<file path="src/mul_cfg.svh">
`ifndef MUL_CFG_SVH
`define MUL_CFG_SVH

// operand width of the core
`define MUL_XLEN 64

// operand width for mulw
`define MUL_WLEN 32

// operands widened by two bits
// room for unsigned 64-bit values and the top radix-4 window
`define MUL_EXT 66

// radix-4 digits to retire, one per iteration
`define MUL_ITER 33
`define MUL_WITER 17

// iteration counter, must hold MUL_ITER
`define MUL_CNT_W 6

`endif

</file>
<file path="src/mul_pkg.sv">
`default_nettype none

package mul_pkg;

	//******************************************************************
	// controller state
	//******************************************************************
	typedef enum logic {
		ST_IDLE = 1'b0,
		ST_BUSY = 1'b1
	} mul_state_t;

	//******************************************************************
	// radix-4 booth digit
	//******************************************************************
	// bit 2 marks a negative digit
	// low bits give the magnitude, 1 or 2
	typedef enum logic [2:0] {
		BD_ZERO = 3'b000,
		BD_POS1 = 3'b001,
		BD_POS2 = 3'b010,
		BD_NEG1 = 3'b101,
		BD_NEG2 = 3'b110
	} booth_dig_t;

	//******************************************************************
	// sign mode of a request
	//******************************************************************
	// bit 1 for a signed multiplicand, bit 0 for a signed multiplier
	typedef enum logic [1:0] {
		MS_UU = 2'b00,
		MS_US = 2'b01,
		MS_SU = 2'b10,
		MS_SS = 2'b11
	} mul_sign_t;

endpackage

`default_nettype wire

</file>
<file path="src/booth_sel.sv">
`default_nettype none

`include "mul_cfg.svh"

module booth_sel (
	input  logic [2:0]            window,
	input  logic [`MUL_EXT+1:0]   mcand_ext,
	output logic [`MUL_EXT+1:0]   pp,
	output logic                  neg
);

	import mul_pkg::*;

	localparam int PP_W = `MUL_EXT + 2;

	booth_dig_t            dig;
	logic [PP_W-1:0]       mag;

	//******************************************************************
	// recoding of {b[i+1], b[i], b[i-1]}
	//******************************************************************
	always_comb begin
		dig = BD_ZERO;
		unique case (window)
			3'b000, 3'b111: dig = BD_ZERO;
			3'b001, 3'b010: dig = BD_POS1;
			3'b011:         dig = BD_POS2;
			3'b100:         dig = BD_NEG2;
			3'b101, 3'b110: dig = BD_NEG1;
			default:        dig = BD_ZERO;
		endcase
	end

	// magnitude of the digit applied to the multiplicand
	always_comb begin
		unique case (dig)
			BD_POS1, BD_NEG1: mag = mcand_ext;
			BD_POS2, BD_NEG2: mag = {mcand_ext[PP_W-2:0], 1'b0};
			default:          mag = '0;
		endcase
	end

	// ones complement for negative digits
	assign pp = dig[2] ? ~mag : mag;

	// +1 of the twos complement, taken from the raw window
	// top bit set and not the all-ones window
	assign neg = window[2] & ~(window[1] & window[0]);

	// window decode and digit table must agree on the sign
	always_comb begin
		assert final (!(neg && (dig == BD_ZERO)) && (neg == dig[2]));
	end

endmodule

`default_nettype wire

</file>
<file path="src/mul_ctrl.sv">
`default_nettype none

`include "mul_cfg.svh"

module mul_ctrl (
	input  logic clk,
	input  logic rst,
	input  logic mul_valid,
	input  logic flush,
	input  logic mulw,
	output logic mul_ready,
	output logic out_valid,
	output logic start,
	output logic step,
	output logic last
);

	import mul_pkg::*;

	// final count for each mode
	localparam logic [`MUL_CNT_W-1:0] LIM_FULL = `MUL_ITER;
	localparam logic [`MUL_CNT_W-1:0] LIM_WORD = `MUL_WITER;

	mul_state_t               state;
	logic [`MUL_CNT_W-1:0]    cnt;
	logic [`MUL_CNT_W-1:0]    cnt_lim;
	logic                     out_valid_q;

	//******************************************************************
	// strobes to the datapath
	//******************************************************************
	assign mul_ready = (state == ST_IDLE);

	// accept when idle, no queue behind it
	assign start = mul_valid & mul_ready;

	// count 0 lets the loaded operands reach the selector
	// iterations run on counts 1 up to the limit
	// a flush kills the iteration in the same cycle
	assign step = (state == ST_BUSY) & (cnt != '0) & ~flush;

	// final digit, result written on the edge that ends it
	assign last = step & (cnt == cnt_lim);

	assign out_valid = out_valid_q;

	//******************************************************************
	// state and iteration counter
	//******************************************************************
	always_ff @(posedge clk) begin
		if (rst) begin
			state       <= ST_IDLE;
			cnt         <= '0;
			cnt_lim     <= LIM_FULL;
			out_valid_q <= 1'b0;
		end else begin
			// one-cycle result pulse
			out_valid_q <= last;
			unique case (state)
				ST_IDLE: begin
					// flush while idle does nothing
					if (start) begin
						state   <= ST_BUSY;
						cnt     <= '0;
						cnt_lim <= mulw ? LIM_WORD : LIM_FULL;
					end
				end
				ST_BUSY: begin
					if (flush || last) begin
						// ready again in the next cycle
						state <= ST_IDLE;
						cnt   <= '0;
					end else begin
						cnt <= cnt + 1'b1;
					end
				end
				default: begin
					state <= ST_IDLE;
					cnt   <= '0;
				end
			endcase
		end
	end

	//******************************************************************
	// checks
	//******************************************************************
	// result strobe never stretches
	a_out_pulse: assert property (@(posedge clk) disable iff (rst)
		out_valid |=> !out_valid);

	// accept loads a clean count and holds off the next request
	a_no_restart: assert property (@(posedge clk) disable iff (rst)
		start |=> !mul_ready && (cnt == '0));

	// iterations only after at least one busy cycle
	a_step_busy: assert property (@(posedge clk) disable iff (rst)
		step |-> (state == ST_BUSY) && $past(state == ST_BUSY));

endmodule

`default_nettype wire

</file>
<file path="src/mul_datapath.sv">
`default_nettype none

`include "mul_cfg.svh"

module mul_datapath (
	input  logic                  clk,
	input  logic                  rst,
	input  logic                  start,
	input  logic                  step,
	input  logic                  last,
	input  logic                  mulw,
	input  mul_pkg::mul_sign_t    mul_signed,
	input  logic [`MUL_XLEN-1:0]  mulcand,
	input  logic [`MUL_XLEN-1:0]  muler,
	input  logic [`MUL_EXT+1:0]   pp,
	input  logic                  neg,
	output logic [2:0]            window,
	output logic [`MUL_EXT+1:0]   mcand_ext,
	output logic [`MUL_XLEN-1:0]  result_hi,
	output logic [`MUL_XLEN-1:0]  result_lo
);

	// partial product width, 2x multiplicand plus sign
	localparam int PP_W  = `MUL_EXT + 2;
	// upper partial sum and the bits shifted out below it
	localparam int ACC_W = PP_W + `MUL_EXT;
	// word product sits this far up after the short run
	localparam int WOFF  = `MUL_EXT - 2 * `MUL_WITER;

	logic [`MUL_EXT-1:0]   mc_q;
	logic [`MUL_EXT:0]     mer_q;
	logic [ACC_W-1:0]      acc_q;
	logic                  mulw_q;

	logic [PP_W-1:0]       pp_sum;
	logic [ACC_W-1:0]      acc_nxt;
	logic [`MUL_WLEN-1:0]  wlo;

	//******************************************************************
	// operand extension
	//******************************************************************
	// word mode keeps the low half only
	// fill bit is the operand sign when signed, else zero
	function automatic logic [`MUL_EXT-1:0] ext_op(
		input logic [`MUL_XLEN-1:0] op,
		input logic                 sgn,
		input logic                 word
	);
		logic                  fill;
		logic [`MUL_XLEN-1:0]  src;
		fill = sgn & (word ? op[`MUL_WLEN-1] : op[`MUL_XLEN-1]);
		src  = word ? {{(`MUL_XLEN-`MUL_WLEN){fill}}, op[`MUL_WLEN-1:0]} : op;
		return {{(`MUL_EXT-`MUL_XLEN){fill}}, src};
	endfunction

	// multiplicand widened once more for the selector
	assign mcand_ext = {{(PP_W-`MUL_EXT){mc_q[`MUL_EXT-1]}}, mc_q};

	// lowest window, bit -1 is the zero padded in at load
	assign window = mer_q[2:0];

	//******************************************************************
	// accumulate and shift
	//******************************************************************
	// pp plus neg into the top of the accumulator
	assign pp_sum = acc_q[ACC_W-1 -: PP_W] + pp + PP_W'(neg);

	// arithmetic shift right by one digit
	assign acc_nxt = {{2{pp_sum[PP_W-1]}}, pp_sum, acc_q[`MUL_EXT-1:2]};

	// low word of the product in word mode
	assign wlo = acc_nxt[WOFF +: `MUL_WLEN];

	always_ff @(posedge clk) begin
		if (start) begin
			mc_q   <= ext_op(mulcand, mul_signed[1], mulw);
			mer_q  <= {ext_op(muler, mul_signed[0], mulw), 1'b0};
			acc_q  <= '0;
			mulw_q <= mulw;
		end else if (step) begin
			acc_q <= acc_nxt;
			// next window, sign kept at the top
			mer_q <= {{2{mer_q[`MUL_EXT]}}, mer_q[`MUL_EXT:2]};
		end
	end

	//******************************************************************
	// result formatting
	//******************************************************************
	always_ff @(posedge clk) begin
		if (rst) begin
			result_hi <= '0;
			result_lo <= '0;
		end else if (last) begin
			if (mulw_q) begin
				// mulw returns the sign-extended low word
				result_lo <= {{(`MUL_XLEN-`MUL_WLEN){wlo[`MUL_WLEN-1]}}, wlo};
				result_hi <= {`MUL_XLEN{wlo[`MUL_WLEN-1]}};
			end else begin
				result_hi <= acc_nxt[2*`MUL_XLEN-1:`MUL_XLEN];
				result_lo <= acc_nxt[`MUL_XLEN-1:0];
			end
		end
	end

	// results only change on a real iteration from the controller
	a_last_step: assert property (@(posedge clk) disable iff (rst)
		last |-> step && !start);

endmodule

`default_nettype wire

</file>
<file path="src/mul_unit.sv">
`default_nettype none

`include "mul_cfg.svh"

module mul_unit (
	input  logic                  clk,
	input  logic                  rst,
	input  logic                  mul_valid,
	input  logic                  flush,
	input  logic                  mulw,
	input  mul_pkg::mul_sign_t    mul_signed,
	input  logic [`MUL_XLEN-1:0]  mulcand,
	input  logic [`MUL_XLEN-1:0]  muler,
	output logic                  mul_ready,
	output logic                  out_valid,
	output logic [`MUL_XLEN-1:0]  result_hi,
	output logic [`MUL_XLEN-1:0]  result_lo
);

	// controller strobes
	logic                  start;
	logic                  step;
	logic                  last;

	// selector loop
	logic [2:0]            window;
	logic [`MUL_EXT+1:0]   mcand_ext;
	logic [`MUL_EXT+1:0]   pp;
	logic                  neg;

	//******************************************************************
	// control, only block that sees flush
	//******************************************************************
	mul_ctrl ctrl_i (
		.clk       (clk),
		.rst       (rst),
		.mul_valid (mul_valid),
		.flush     (flush),
		.mulw      (mulw),
		.mul_ready (mul_ready),
		.out_valid (out_valid),
		.start     (start),
		.step      (step),
		.last      (last)
	);

	//******************************************************************
	// operands, accumulator and result
	//******************************************************************
	mul_datapath dp_i (
		.clk        (clk),
		.rst        (rst),
		.start      (start),
		.step       (step),
		.last       (last),
		.mulw       (mulw),
		.mul_signed (mul_signed),
		.mulcand    (mulcand),
		.muler      (muler),
		.pp         (pp),
		.neg        (neg),
		.window     (window),
		.mcand_ext  (mcand_ext),
		.result_hi  (result_hi),
		.result_lo  (result_lo)
	);

	// combinational booth digit select
	booth_sel sel_i (
		.window    (window),
		.mcand_ext (mcand_ext),
		.pp        (pp),
		.neg       (neg)
	);

endmodule

`default_nettype wire

</file>
<file path="config.mk">
export PLATFORM = sky130hd
export DESIGN_NAME = mul_unit
export DESIGN_NICKNAME = d
export VERILOG_FILES = /design/src/mul_pkg.sv /design/src/booth_sel.sv /design/src/mul_ctrl.sv /design/src/mul_datapath.sv /design/src/mul_unit.sv
export VERILOG_INCLUDE_DIRS = /design/src
export SDC_FILE = /design/constraint.sdc
export NUM_CORES = 1
export LEC_CHECK = 0
export BUFFER_PORTS_ARGS = -buffer_cell sky130_fd_sc_hd__buf_4
export CORE_ASPECT_RATIO = 2
export CORE_MARGIN = 5
export CORE_UTILIZATION = 35
export DETAILED_ROUTE_END_ITERATION = 7
export GPL_TIMING_DRIVEN = 0
export PLACE_DENSITY = 0.61
export SYNTH_ARGS = -nofsm -noshare
export SYNTH_HDL_FRONTEND = slang
export SYNTH_SLANG_ARGS = --single-unit
</file>
<file path="constraint.sdc">
create_clock -name clk -period 5.08 [get_ports clk]
set_clock_uncertainty 0.2 [all_clocks]
set_input_delay 0.254 -clock clk [delete_from_list [all_inputs] [get_ports clk]]
set_output_delay 0.254 -clock clk [all_outputs]
set_load 0.03 [all_outputs]
</file>
# Yosys cells after proc, flatten, opt, wreduce, memory -nomap -nowiden
# Memory sizes are Yosys's and may differ from the RTL's.
# Cells that the tools add are included.
[totals]
register_bits = 407
mem_bits_ro = 24
inputBits = 135
memories = 1
[mem_list]
columns = ["memory", "words", "word_bits", "read_ports", "rd_clocked_by_memory_dff", "write_ports", "line_no", "source"]
rows = [
  ["(no name shown)", 8, 3, 1, 0, 0, "booth_sel.sv:24", "unique case (window)"],
]
[op_classes]
addsub = 3
eq_ne = 6
mux = 17
bitwise = 12
n_reduce_logical = 6
[ops]
columns = ["cell", "count"]
rows = [
  ["$mux W64", 3],
  ["$pmux W68 S2", 1],
  ["$add A68 B1 Y68", 1],
  ["$add A68 B68 Y68", 1],
  ["$mux W68", 1],
  ["$not A68 Y68", 1],
  ["$mux W67", 1],
  ["$mux W66", 1],
  ["$mux W63", 1],
  ["$mux W6", 3],
  ["$pmux W6 S2", 1],
  ["$and A1 B1 Y1", 8],
  ["$add A6 B1 Y6 const B", 1],
  ["$eq A3 B3 Y1 const B", 2],
  ["$eq A6 B6 Y1", 1],
  ["$reduce_bool A6 Y1", 1],
  ["$mux W1", 4],
  ["$reduce_or A2 Y1", 2],
  ["$eq A3 B1 Y1 const B", 1],
  ["$eq A3 B2 Y1 const B", 1],
  ["$not A1 Y1", 3],
  ["$ne A2 B2 Y1 const B", 1],
  ["$pmux W1 S2", 1],
  ["$reduce_and A2 Y1", 1],
  ["other kinds (2)", 2],
]

# Logic depth before layout (Yosys ltp)
# Gate-level depths: netlist (run 1).
# An unclocked memory read counts as a cell.
[depth]
ltp_word = 9
ltp_mapped = 19

# Hierarchy
# From an unflattened synthesis (run 1), not the netlist that was laid out.
[hier_totals]
hier_cells = 2365
hier_area_um2 = 21473.1
[modules_own_cells]
columns = ["mod", "instances", "cells_each", "area_per_inst_um2"]
rows = [
  ["mul_datapath", 1, 1995, 19062.0],
  ["booth_sel", 1, 308, 1843.0],
  ["mul_ctrl", 1, 62, 568.0],
]

# Worst setup path after synthesis (run 1)
# Ideal clock, no wire load.
[synth_path]
path_kind = "reg-to-reg"
start = "reg dp_i.mer_q[0]"
end = "reg dp_i.acc_q[131] (netlist name)"
setup_time_ps = 258
t_arrival_ps = 3790
t_required_ps = 4622
path_slack_ps = 832
stages_incl_launch_ff = 19
path_buffers = 3
synth_period_minus_slack_ps = 4248
path_cell_list = "dfxtp_1 > inv_1 > ha_1 > nor2_1 > clkbuf_1 > buf_1 > a22oi_1 > xor2_1 > ha_1 > buf_2 > nand2_1 > nor4_2 > o2111ai_1 > nand3_1 > o21a_2 > a31oi_4 > or4_1 > nand2_1 > a31oi_1"
[synth_between]
elab_chain_len = 8
word_cells_on_any_way = 15
cone_classes = "add/sub: 2; eq/ne: 4; mux: 2; bitwise: 4; reduce/logical: 2; memory: 1"
[synth_rtl]
columns = ["item", "line_no", "source"]
rows = [
  ["from (decl)", "mul_datapath.sv:31", "logic [`MUL_EXT:0] mer_q;"],
  ["from (signal assigned)", "mul_datapath.sv:77", "mer_q <= {ext_op(muler, mul_signed[0], mulw), 1'b0};"],
  ["from (signal assigned)", "mul_datapath.sv:83", "mer_q <= {{2{mer_q[`MUL_EXT]}}, mer_q[`MUL_EXT:2]};"],
  ["$mem_v2 Z8 W3", "-", ""],
  ["$eq A3 B2 Y1 (tied with other cells)", "booth_sel.sv:36", "unique case (dig)"],
  ["$reduce_or A2 Y1", "booth_sel.sv:36", ""],
  ["$pmux W68 S2", "booth_sel.sv:36", ""],
  ["$not A68 Y68", "booth_sel.sv:44", "assign pp = dig[2] ? ~mag : mag;"],
  ["$mux W68", "booth_sel.sv:44", ""],
  ["$add A68 B68 Y68", "mul_datapath.sv:66", "assign pp_sum = acc_q[ACC_W-1 -: PP_W] + pp + PP_W'(neg);"],
  ["$add A68 B1 Y68 *", "mul_datapath.sv:66", ""],
]
# Every way passes the cells marked *; elsewhere a longest branch is shown, timed or not.
# A chain may end at the register's enable or synchronous reset.

# Final worst setup path (run 1)
[layout_path]
start = "reg dp_i.mer_q[1]"
end = "reg dp_i.result_hi[60]"
[layout_between]
elab_chain_len = 9
word_cells_on_any_way = 16
cone_classes = "add/sub: 2; eq/ne: 4; mux: 3; bitwise: 4; reduce/logical: 2; memory: 1"
[layout_rtl]
columns = ["item", "line_no", "source"]
rows = [
  ["$mem_v2 Z8 W3", "-", ""],
  ["$eq A3 B2 Y1 (tied with other cells)", "booth_sel.sv:36", ""],
  ["$reduce_or A2 Y1", "booth_sel.sv:36", ""],
  ["$pmux W68 S2", "booth_sel.sv:36", ""],
  ["$not A68 Y68", "booth_sel.sv:44", ""],
  ["$mux W68", "booth_sel.sv:44", ""],
  ["$add A68 B68 Y68", "mul_datapath.sv:66", ""],
  ["$add A68 B1 Y68 *", "mul_datapath.sv:66", ""],
  ["$mux W64 *", "mul_datapath.sv:95", "if (mulw_q) begin"],
  ["to (signal assigned)", "mul_datapath.sv:98", "result_hi <= {`MUL_XLEN{wlo[`MUL_WLEN-1]}};"],
  ["to (signal assigned)", "mul_datapath.sv:100", "result_hi <= acc_nxt[2*`MUL_XLEN-1:`MUL_XLEN];"],
  ["to (decl)", "mul_datapath.sv:19", "output logic [`MUL_XLEN-1:0] result_hi,"],
]
# Marks and branches as above.

==> summary by stage, run 1 <==
Run status
The flow ran to the end, and the final reports show no timing, DRC or antenna violations.

Final layout
At the end of the flow, the number of nets in the layout was 2856. The most common cell after layout, fill and taps aside is sky130_fd_sc_hd__buf_4. Of the cells placed in the final design, the portion with a size suffix greater than 1 is 15.9%. Leaving out fill and tap cells, the most frequent cells in the layout are 276 x sky130_fd_sc_hd__buf_4, 270 x sky130_fd_sc_hd__nand2_1, 269 x sky130_fd_sc_hd__dfxtp_1. Measured on the finished design, the core utilization comes to 45.5%. The final non-filler cell area is 26000 um^2. Compared with the post-synthesis result, the final layout area differs by 28.7%.

Placement
The area of placed instances is 23200 um^2. The routability congestion estimate from global placement is 0.953. After legalization and detailed placement, the total HPWL measured 58600 um. The count of port buffers added during placement is 264.

Floorplan
The standard cell core area is 57100 um^2. The number of primary I/O pins is 265. From left edge to right edge, the die measures 180 um.

The vertical die dimension is 350 um. The starting density of the core is 35.3%. The floorplan has 124 rows.

The die covers 62900 um^2.

Worst setup path
The biggest fanout along the worst timing path is 10. In this run the critical register-to-register path is captured at dp_i.result_hi[60]. The endpoint type of the worst setup path is a flip-flop. The kind of start point of the critical path is a flip-flop. The required time at the worst-slack endpoint is 5350 ps. The depth of the worst register-to-register path is 18. The setup path with the least slack is of type reg2reg. The slack of the worst reg-to-reg path is 180 ps. The endpoint arrival time on the critical path is 5180 ps. The reg-to-reg startpoint is dp_i.mer_q[1].

Route
The final layout contains routed wiring with a total length of 74800 um. The post-route antenna net violation count is 0. Summing over every cut layer, the via total after detailed routing is 18600.

The number of iterations in the first detailed-routing pass is 5. The detail-routed net length per standard cell is 21.8 um. The post-route DRC violation count is 0. The DRC violation total after the first TritonRoute iteration is 1068. After detailed routing, the number of vias per cell comes to 5.43.

Clocking
The maximum root-to-sink buffer count is 3. The clock tree from TritonCTS is built. The sink count of the clock tree is 401. The number of CTS-inserted buffers is 39.

The clock insertion delay at the later pin of the skew report is 590 ps. The root buffer cell is sky130_fd_sc_hd__clkbuf_16. The clock-pin slew on the worst setup and hold paths is 70 ps. The H-tree depth reported by CTS is 2.

STA
For the final routed database, the setup TNS stands at 0 ps. Of the available clock period, the critical path in the final layout requires 96.5%. Setup violations remaining at the end of the flow were counted as 0.

The final hold violation count is 0. Setup repair after global routing could not meet its margin everywhere. The worst path in the final design needs a cycle of 4900 ps, including I/O delays and setup. Timing would allow up to 204 MHz. The max-slew violation total from the final report is 0. The slew at the pin closest to its max-slew limit is 1160 ps.

In this run the tightest slew margin relative to its limit is 22.5%.

Synth
The net count of the mapped netlist is 2411. The post-synthesis register bit count is 401. The instance count of the mapped netlist is 2203.

The most frequently used flop master after synthesis is sky130_fd_sc_hd__dfxtp_1. The cell area after synthesis is 20200 um^2. The share of synthesized flip-flops with an asynchronous set or reset is 0%. After synthesis, flip-flops and latches occupy 46.3% of the total area. In this run, distinct cell masters in the synthesized netlist total 83.

The number of warnings issued by yosys is 0. Dividing the synthesized area by the synthesized cell count gives 9.16 um^2. The number of enable-type register cells in the synthesized netlist is 132.

Hold path
The number of cells traversed by the worst hold path is 5. In this run the worst hold path is classified as in2reg. The startpoint identified for the worst hold timing path is flush.

The end point of the most critical hold path is ctrl_i.cnt[2].

Global route
Global routing finished with a remaining overflow of 0. Entering global routing, the biggest net connects 67 pins. The initial antenna violation count was 1.

The first global-routing pass estimated 112000 um of wire. Global routing used 22.7% of the available tracks across all layers. The number of global-route vias before repair is 19200.

Pwr
For this design the static power due to leakage is 10.9 nW. The worst-case vdd ir drop is 253 uV. In this run the power density over the cells is 297 nW/um^2.

Job
The number of max-capacitance violations reported is 0.
critical path, cell delays in order, from the launching register on:
cell	delay (ps)
sky130_fd_sc_hd__edfxtp_1	490
sky130_fd_sc_hd__inv_1	70
sky130_fd_sc_hd__ha_1	320
sky130_fd_sc_hd__nor2_1	150
sky130_fd_sc_hd__clkbuf_4	270
sky130_fd_sc_hd__buf_2	320
sky130_fd_sc_hd__a22oi_1	130
sky130_fd_sc_hd__xor2_1	310
sky130_fd_sc_hd__ha_1	300
sky130_fd_sc_hd__buf_4	170
sky130_fd_sc_hd__and3_4	160
sky130_fd_sc_hd__a221oi_4	340
sky130_fd_sc_hd__o221ai_2	230
sky130_fd_sc_hd__a211oi_4	370
sky130_fd_sc_hd__o21ai_2	180
sky130_fd_sc_hd__and2_4	190
sky130_fd_sc_hd__a211oi_2	260
sky130_fd_sc_hd__xnor2_1	130
sky130_fd_sc_hd__o221a_1	230
worst max-delay path by stage:
| stage | end | cells past startpoint | start | slack, ps |
|---|---|---|---|---|
| 2_1_floorplan | dp_i.acc_q[131] | 18 | dp_i.mer_q[0] | 830 |
| 4_1_cts | dp_i.acc_q[126] | 18 | dp_i.mer_q[1] | 3 |
| 3_3_place_gp | dp_i.acc_q[126] | 18 | dp_i.mer_q[1] | -1140 |
| 3_5_place_dp | dp_i.acc_q[126] | 18 | dp_i.mer_q[1] | -1090 |
| 5_1_grt | dp_i.result_hi[37] | 20 | dp_i.mer_q[1] | -30 |
| 6_report | dp_i.result_hi[60] | 18 | dp_i.mer_q[1] | 180 |
power breakdown:
part / total (mW) / switching, mW / internal, mW / leakage [nW]
logic: 1.22 / 0.765 / 0.456 / 6.77
clock network: 3.02 / 1.37 / 1.65 / 0.625
registers: 3.46 / 0.0463 / 3.41 / 3.47
stage by stage:
step / instances / total power, mW / hold WS, ps / setup slack [ps]
after detailed placement: 3225 / 4.64 / 234 / -1090
after CTS: 3433 / 7.74 / 120 / 3.40
final: 3435 / 7.70 / 130 / 177
after global placement: 3223 / 4.63 / 235 / -1140
after global routing: 3435 / 7.97 / 162 / -32.8
after floorplan: 2203 / 4.23 / 153 / 832
sequential cells by signal, indices dropped and copies added, names as in the netlist:
| signal | cells |
|---|---|
| dp_i.acc_q | 130 |
| dp_i.mer_q | 67 |
| dp_i.mc_q | 65 |
| dp_i.result_hi | 64 |
| dp_i.result_lo | 64 |
| ctrl_i.cnt | 6 |
| ctrl_i.cnt_lim | 2 |
| ctrl_i.out_valid | 1 |
| ctrl_i.state | 1 |
| dp_i.mulw_q | 1 |
final cells by class:
type / instances / area (um^2)
Antenna cell: 1 / 2.50
Buffer: 176 / 763
Clock buffer: 54 / 1100
Clock inverter: 17 / 186
Fill cell: 5589 / 31100
Inverter: 56 / 210
Multi-Input combinational cell: 1570 / 10000
Sequential cell: 401 / 9350
Tap cell: 756 / 946
Timing Repair Buffer: 404 / 3400
metal layers:
metal	GRT usage [%]	routed length [um]	vias up
met5	0	0	-
met4	12.2	4410	0
met3	3.00	3920	208
met2	44.1	40100	709
met1	23.4	26400	8831
li1	-	-	8893
timing repair:
action,CTS,global route
resized for setup,29,24
buffers inserted,3,1
setup endpoints to repair,99,37
hold buffers,134,0
pin swaps,1,3
endpoints found under the hold margin,144,0
cell usage after synthesis (31+ instances only):
master	number	area, um^2
sky130_fd_sc_hd__o21ai_0	159	796
sky130_fd_sc_hd__a21oi_1	158	791
sky130_fd_sc_hd__clkbuf_1	137	514
sky130_fd_sc_hd__a211oi_1	74	556
sky130_fd_sc_hd__a21o_1	31	233
sky130_fd_sc_hd__a221o_1	33	330
sky130_fd_sc_hd__a22o_1	40	350
sky130_fd_sc_hd__a22oi_1	66	495
sky130_fd_sc_hd__nor2_1	157	589
sky130_fd_sc_hd__ha_1	71	888
sky130_fd_sc_hd__nand2_1	270	1010
sky130_fd_sc_hd__inv_1	55	206
sky130_fd_sc_hd__edfxtp_1	132	3960
sky130_fd_sc_hd__xor2_1	96	841
sky130_fd_sc_hd__mux2i_1	32	320
sky130_fd_sc_hd__xnor2_1	32	280
sky130_fd_sc_hd__dfxtp_1	269	5390
sky130_fd_sc_hd__nand3_1	132	661
cells by family after synthesis:
kind of cell	share of synthesized area (%)
buffers and inverters	4.58
AND/OR/NAND/NOR	14.1
adder cells (fa/ha/maj)	4.60
XOR/XNOR	5.55
AO/OA/AOI/OAI	23.2
flip-flops	46.3
multiplexers	1.59
No activity file was read; power rests on OpenSTA's default activity.
==> run 2, diff against run 1 <==
Settings changed: PLACE_DENSITY 0.61 to 0.63.
Clock period 5.08 ns to 4.15 ns, I/O delays scaled along.
==> summary by stage, run 2 (same netlist as run 1, synthesis figures left out) <==
Run status
The flow ran to the end, but the final reports show violations. The checks that failed: negative setup slack.

STA
The summed negative setup slack over all endpoints was -5800 ps (-5800 ps). The max-slew violation total from the final report was 0 (unchanged). The worst slack on hold paths is 57.0 ps (-73.2 ps).

Setup repair after global routing could not meet its margin everywhere. The setup-violating endpoint count in the final report is 54 (+54). The final setup slack of the worst path came to -249 ps (-425 ps). The final hold violation count is 0 (unchanged). The final cycle utilization of the critical path was 106% (+9.5 points). The post-route minimum period is 4400 ps (-505 ps).

The relative slew slack is 16.9% (-5.6 points). The slew at the pin closest to its max-slew limit came to 1250 ps (+84.0 ps). The top achievable clock speed was 227 MHz (+11%).

Pwr
The sequential share of power came to 43.3% (-1.6 points). The share of total power in combinational logic is 18.6% (+2.7 points). The leakage power total is 11.5 nW (+6.1%). The internal power of the cells is 6.96 mW (+26%).

The switching power as a share of total power is 28.9% (+0.55 points). The clock share of power is 38.1% (-1.1 points). The net switching component of the power is 2.83 mW (+29%).

The final total power is 9.79 mW (+27%). The areal power density over the cells is 350 nW/um^2 (+18%). The worst-case vdd ir drop is 326 uV (+29%).

Floorplan
The starting density of the core was 35.3% (unchanged). The standard cell core area came to 57100 um^2 (unchanged). The number of primary I/O pins was 265 (unchanged). The vertical die dimension is 350 um (unchanged). The area of the die is 62900 um^2 (unchanged). The standard-cell row count is 124 (unchanged). The horizontal extent of the die is 180 um (unchanged).

Route
The total wire length is 77200 um (+3.1%). The post-route antenna net violation count is 0 (unchanged). The via count is 19000 (+1.8%). The DRC violation total after the first TritonRoute iteration was 1131 (+5.9%).

The number of vias per cell after detailed routing is 5.44 (+0.33%). The post-route DRC violation count is 0 (unchanged). The detail-routed net length per standard cell came to 22.1 um (+1.6%).

The number of iterations in the first detailed-routing pass is 5 (unchanged).

Worst setup path
The worst setup path is captured at a flip-flop. The worst setup path is launched from a flip-flop. The critical path in this run is classified as reg2reg.

The biggest fanout along the worst timing path is 5 (-5). The required time at the worst-slack endpoint was 4460 ps (-890 ps). The endpoint arrival time on the critical path is 4700 ps (-480 ps).

Final layout
The layout overhead on the synthesized area is 38.3%. The post-layout net count came to 2907 (+1.8%). The fraction of layout cells with a size suffix above 1 was 24.2% (+8.3 points). The largest registers in the layout are dp_i.acc_q x130, dp_i.mer_q x67, dp_i.mc_q x65. The final antenna diode count is 0 (-1). The most common cell after layout, fill and taps aside is sky130_fd_sc_hd__buf_4. The top cell types in the final layout, fill and taps aside, are 332 x sky130_fd_sc_hd__buf_4, 268 x sky130_fd_sc_hd__dfxtp_1, 263 x sky130_fd_sc_hd__nand2_1. The register with the highest flop count is dp_i.acc_q.

The flip-flop count of the largest register after layout came to 130 (unchanged).

Clocking
The number of CTS-inserted buffers is 39 (unchanged). Clock tree synthesis selected as its root buffer the cell sky130_fd_sc_hd__clkbuf_16. The clock insertion delay at the later pin of the skew report was 580 ps (about the same). The maximum root-to-sink buffer count is 3 (unchanged). The H-tree depth reported by CTS came to 2 (unchanged). The clock-pin slew on the worst setup and hold paths came to 70 ps (about the same). The clock tree from TritonCTS is built.

The sink count of the clock tree was 401 (unchanged).

Hold path
The tightest min-delay check is of the in2reg type.

Job
The number of max-capacitance violations reported came to 0 (unchanged).

Placement
The HPWL after detailed placement was 58900 um (+0.53%). The count of port buffers added during placement is 264 (unchanged). The routability congestion estimate from global placement was 0.952 (-0.10%).

Global route
The global router's overall resource usage was 23.3% (+0.60 points). The number of global-route vias before repair is 19600 (+2.0%). The initial antenna violation count is 0 (-1). The pin count of the biggest net entering global routing is 67 (unchanged). The first-pass GRT wire length came to 115000 um (+2.7%). The residual overflow from global routing came to 0 (unchanged).
## run 2: cell count changes in the layout (fill, tap and decap cells not counted), sizes merged
cell           delta
buf              +64
clkbuf           -22
clkinv            +7
bufinv            +2
bufbuf            +1
clkdlybuf4s15     -1
clkinvlp          +1
diode             -1
## run 2: repair_timing
item | in CTS | in global routing
hold buffers | 134 | 0
endpoints found under the setup margin | 124 | 100
resized for setup | 254 | 122
cloned | 1 | 2
pin swaps | 88 | 84
buffers inserted | 39 | 26
hold endpoints to repair | 147 | 0
## run 2: critical path, stage by stage (launching register included)
cell,delay (ps)
sky130_fd_sc_hd__edfxtp_1,380
sky130_fd_sc_hd__buf_6,160
sky130_fd_sc_hd__inv_2,70
sky130_fd_sc_hd__ha_4,210
sky130_fd_sc_hd__nor2_4,200
sky130_fd_sc_hd__buf_8,180
sky130_fd_sc_hd__buf_12,140
sky130_fd_sc_hd__a22oi_2,70
sky130_fd_sc_hd__xor2_2,190
sky130_fd_sc_hd__ha_1,310
sky130_fd_sc_hd__buf_6,110
sky130_fd_sc_hd__nand4_1,160
sky130_fd_sc_hd__or3_4,470
sky130_fd_sc_hd__a2111oi_4,370
sky130_fd_sc_hd__nor2_2,80
sky130_fd_sc_hd__buf_6,140
sky130_fd_sc_hd__o21ai_4,280
sky130_fd_sc_hd__a21boi_2,130
sky130_fd_sc_hd__or3_1,320
sky130_fd_sc_hd__a31oi_1,170
## run 2: final cells by class
type	count	area [um^2]
well taps	756	946
repair buffers	467	3970
multi-input cells	1570	11300
flip-flops and latches	401	9350
clock buffers	45	1010
plain buffers	164	868
clock inverters	27	285
fillers	5347	29200
inverters	56	210
## run 2: per-stage QoR
stage               util (%)  setup slack, ps  cell area, um^2  cells
finish                  48.9             -249            27900   3486
global route            48.9             -391            27900   3486
CTS                     47.5             -169            27100   3463
detailed placement      40.6            -2100            23200   3225
global placement        40.5            -2110            23100   3223
floorplan                  -             9.34            20200   2203
## run 2: worst paths after layout
kind / start / end / slack (ps) / cells past startpoint
setup / recovery: dp_i.mer_q[1] / dp_i.result_hi[58] / -250 / 19
hold / removal: flush / ctrl_i.cnt[3] / 60 / 5
setup reg to reg: dp_i.mer_q[1] / dp_i.result_hi[58] / -250 / 19
hold reg to reg: dp_i.acc_q[14] / dp_i.acc_q[12] / 260 / 2
## run 2: power by group through the flow
stage / combinational (mW) / clock [mW] / sequential [mW]
after floorplan: 0.872 / 0 / 4.30
after global placement: 1.34 / 0 / 4.33
after detailed placement: 1.36 / 0 / 4.32
after CTS: 1.67 / 3.80 / 4.23
after global routing: 1.94 / 3.93 / 4.24
final: 1.82 / 3.73 / 4.24
## run 2: routing by layer
metal	wire [um]	track usage, %
met5	0	0
met4	5280	13.6
met3	3910	3.02
met2	40800	44.5
met1	27100	24.3
==> run 3, diff against run 2 <==
Settings changed: PLACE_DENSITY 0.63 to 0.62.
==> summary by stage, run 3 (same netlist as run 1, synthesis figures left out) <==
Run status
The run finished, with violations left. The checks that failed: negative setup slack.

STA
Setup repair after global routing could not meet its margin everywhere. The final setup slack of the worst path came to -298 ps (-49.9 ps). The setup-violating endpoint count in the final report was 65 (+20%). The post-route minimum period came to 4450 ps (+49.9 ps).

The relative slew slack is 11.6% (-5.3 points). The final hold violation count came to 0 (unchanged). The slew at the pin closest to its max-slew limit is 1330 ps (+79.7 ps). The worst slack on hold paths is 115 ps (+58.0 ps).

The top achievable clock speed came to 225 MHz (-1.1%). The max-slew violation total from the final report is 0 (unchanged). The final cycle utilization of the critical path is 107% (+1.2 points).

Pwr
The worst-case vdd ir drop came to 271 uV (-17%). The switching power as a share of total power is 29.2% (+0.36 points). The sequential share of power is 42.8% (-0.5 points). The leakage power total is 11.8 nW (+2.7%).

The areal power density over the cells is 343 nW/um^2 (-2.3%). The net switching component of the power came to 2.90 mW (+2.6%). The internal power of the cells came to 7.02 mW (+0.83%). The clock share of power is 36.8% (-1.3 points).

The share of total power in combinational logic is 20.4% (+1.8 points).

Floorplan
The vertical die dimension is 350 um (unchanged). The horizontal extent of the die is 180 um (unchanged). The area of the die is 62900 um^2 (unchanged). The standard-cell row count is 124 (unchanged). The starting density of the core came to 35.3% (unchanged).

The number of primary I/O pins is 265 (unchanged). The standard cell core area is 57100 um^2 (unchanged).

Global route
The initial antenna violation count is 0 (unchanged). The number of global-route vias before repair came to 19800 (+1.1%). The global router's overall resource usage came to 23.3% (-0.074 points). The residual overflow from global routing came to 0 (unchanged). The first-pass GRT wire length is 115000 um (about the same).

The pin count of the biggest net entering global routing was 68 (+1.5%).

Worst setup path
The worst reg2reg path endpoint is dp_i.result_hi[56]. The depth of the worst register-to-register path came to 18 (-1). The reg-to-reg startpoint is dp_i.mer_q[1].

The biggest fanout along the worst timing path is 10 (+5). The largest stage delay on the critical path is 520 ps (+50 ps). STA classifies the critical path startpoint as a flip-flop. The worst setup path is captured at a flip-flop. The critical path is of the reg2reg type.

The signal on the critical path passes through inv_2, ha_4, nor2_2, buf_4, a22oi_2, xor2_1, ha_1, a21o_1, a221oi_4, o221ai_4, a211oi_4, buf_6, o21ai_4, buf_6, a21oi_4, o21a_1, xor2_2, o21ai_1. The endpoint arrival time on the critical path was 4720 ps (+20 ps). The required time at the worst-slack endpoint was 4420 ps (-40 ps). The critical path's most frequent cell is sky130_fd_sc_hd__buf_6. The slack of the worst reg-to-reg path is -300 ps (-50 ps). The highest-delay cell along the critical path is sky130_fd_sc_hd__edfxtp_1.

Final layout
The number of filler instances in the final layout came to 5244 (-1.9%). The most common cell after layout, fill and taps aside is sky130_fd_sc_hd__buf_4. The post-layout net count is 2947 (+1.4%). The top cell types in the final layout, fill and taps aside, are 356 x sky130_fd_sc_hd__buf_4, 269 x sky130_fd_sc_hd__dfxtp_1, 260 x sky130_fd_sc_hd__nand2_1. The layout overhead on the synthesized area is 43.4%.

The register with the highest flop count is dp_i.acc_q. The largest registers in the layout are dp_i.acc_q x130, dp_i.mer_q x67, dp_i.mc_q x65. The final antenna diode count is 0 (unchanged). The flip-flop count of the largest register after layout is 130 (unchanged). The fraction of layout cells with a size suffix above 1 is 27.9% (+3.7 points).

Route
The number of vias per cell after detailed routing is 5.44 (about the same). The detail-routed net length per standard cell is 21.9 um (-1.0%). The post-route DRC violation count came to 0 (unchanged).

The post-route antenna net violation count is 0 (unchanged). The DRC violation total after the first TritonRoute iteration is 1066 (-5.7%). The number of iterations in the first detailed-routing pass is 6 (+1). The total wire length is 77300 um (+0.14%). The via count is 19200 (+1.1%).

Clocking
The clock-pin slew on the worst setup and hold paths is 70 ps (about the same). The clock insertion delay at the later pin of the skew report came to 590 ps (about the same). The clock tree from TritonCTS is built. The maximum root-to-sink buffer count was 3 (unchanged).

The H-tree depth reported by CTS is 2 (unchanged). The sink count of the clock tree came to 401 (unchanged). The root buffer cell is sky130_fd_sc_hd__clkbuf_16. The number of CTS-inserted buffers came to 39 (unchanged).

Placement
The worst setup timing slack at the placement stage was -1820 ps (+287 ps). The count of port buffers added during placement is 264 (unchanged). The HPWL after detailed placement was 58300 um (-1.0%).

The routability congestion estimate from global placement is 0.966 (+1.5%).

Job
The number of max-capacitance violations reported is 0 (unchanged).

Hold path
The path category of the worst min-delay check is in2reg. The startpoint of the tightest hold check path is flush. The end point of the most critical hold path is ctrl_i.cnt[2].

The number of cells traversed by the worst hold path is 5 (unchanged).
[run 3: worst max path at each step]
stage / end / cells after the start / slack (ps) / start
floorplan: dp_i.acc_q[131] / 17 / 9 / dp_i.mer_q[1]
global placement: dp_i.result_hi[45] / 17 / -1850 / dp_i.mer_q[1]
detailed placement: dp_i.acc_q[117] / 17 / -1820 / dp_i.mer_q[1]
CTS: dp_i.result_hi[60] / 19 / -240 / dp_i.mer_q[1]
global route: dp_i.result_hi[56] / 19 / -380 / dp_i.mer_q[1]
finish: dp_i.result_hi[56] / 18 / -300 / dp_i.mer_q[1]
[run 3: cell type report]
class / count / area [um^2] / share of cell area, %
multi-input cells: 1570 / 11900 / 41.1
inverters: 56 / 210 / 0.726
clock inverters: 19 / 185 / 0.640
well taps: 756 / 946 / 3.27
plain buffers: 159 / 885 / 3.06
flip-flops and latches: 401 / 9350 / 32.3
clock buffers: 53 / 1100 / 3.79
repair buffers: 512 / 4380 / 15.1
[run 3: per-layer routing]
layer  vias up  share of wire [%]  GRT usage, %
li1       9026                  -             -
met1      9279                 35          23.8
met2       677                 54          46.1
met3       207                5.2          2.97
met4         0                5.8          11.2
met5         -                  0             0
[run 3: power by group through the flow]
stage / Sequential, mW / Clock (mW) / Combinational, mW
CTS: 4.24 / 3.71 / 1.80
finish: 4.24 / 3.65 / 2.03
detailed placement: 4.32 / 0 / 1.36
global placement: 4.33 / 0 / 1.34
global route: 4.25 / 3.85 / 2.15
floorplan: 4.30 / 0 / 0.872
[run 3: through the flow]
stage          utilization, %  instance area [um^2]  cells  TNS [ps]  power [mW]
2_1_floorplan               -                 20200   2203         0        5.17
3_3_place_gp             40.5                 23100   3223   -261540        5.67
3_5_place_dp             40.6                 23200   3225   -137440        5.68
4_1_cts                  48.7                 27800   3490     -4430        9.74
5_1_grt                  50.7                 28900   3526    -18490        10.2
6_report                 50.7                 28900   3526     -8220        9.92
[run 3: timing repair]
action,CTS,global route
gates cloned,2,0
endpoints found under the setup margin,124,104
gates resized for setup,336,171
pin swaps,126,136
endpoints found under the hold margin,146,0
setup buffers,73,38
hold buffers,134,0
[run 3: worst max-delay path: cells and delay by family, from the launching register on]
kind                     cells  cell delay, ps
AND/OR/NAND/NOR              1             170
buffers and inverters        4             640
AO/OA/AOI/OAI                9            1700
XOR/XNOR                     2             550
adder cells (fa/ha/maj)      2             550
flip-flops                   1             520
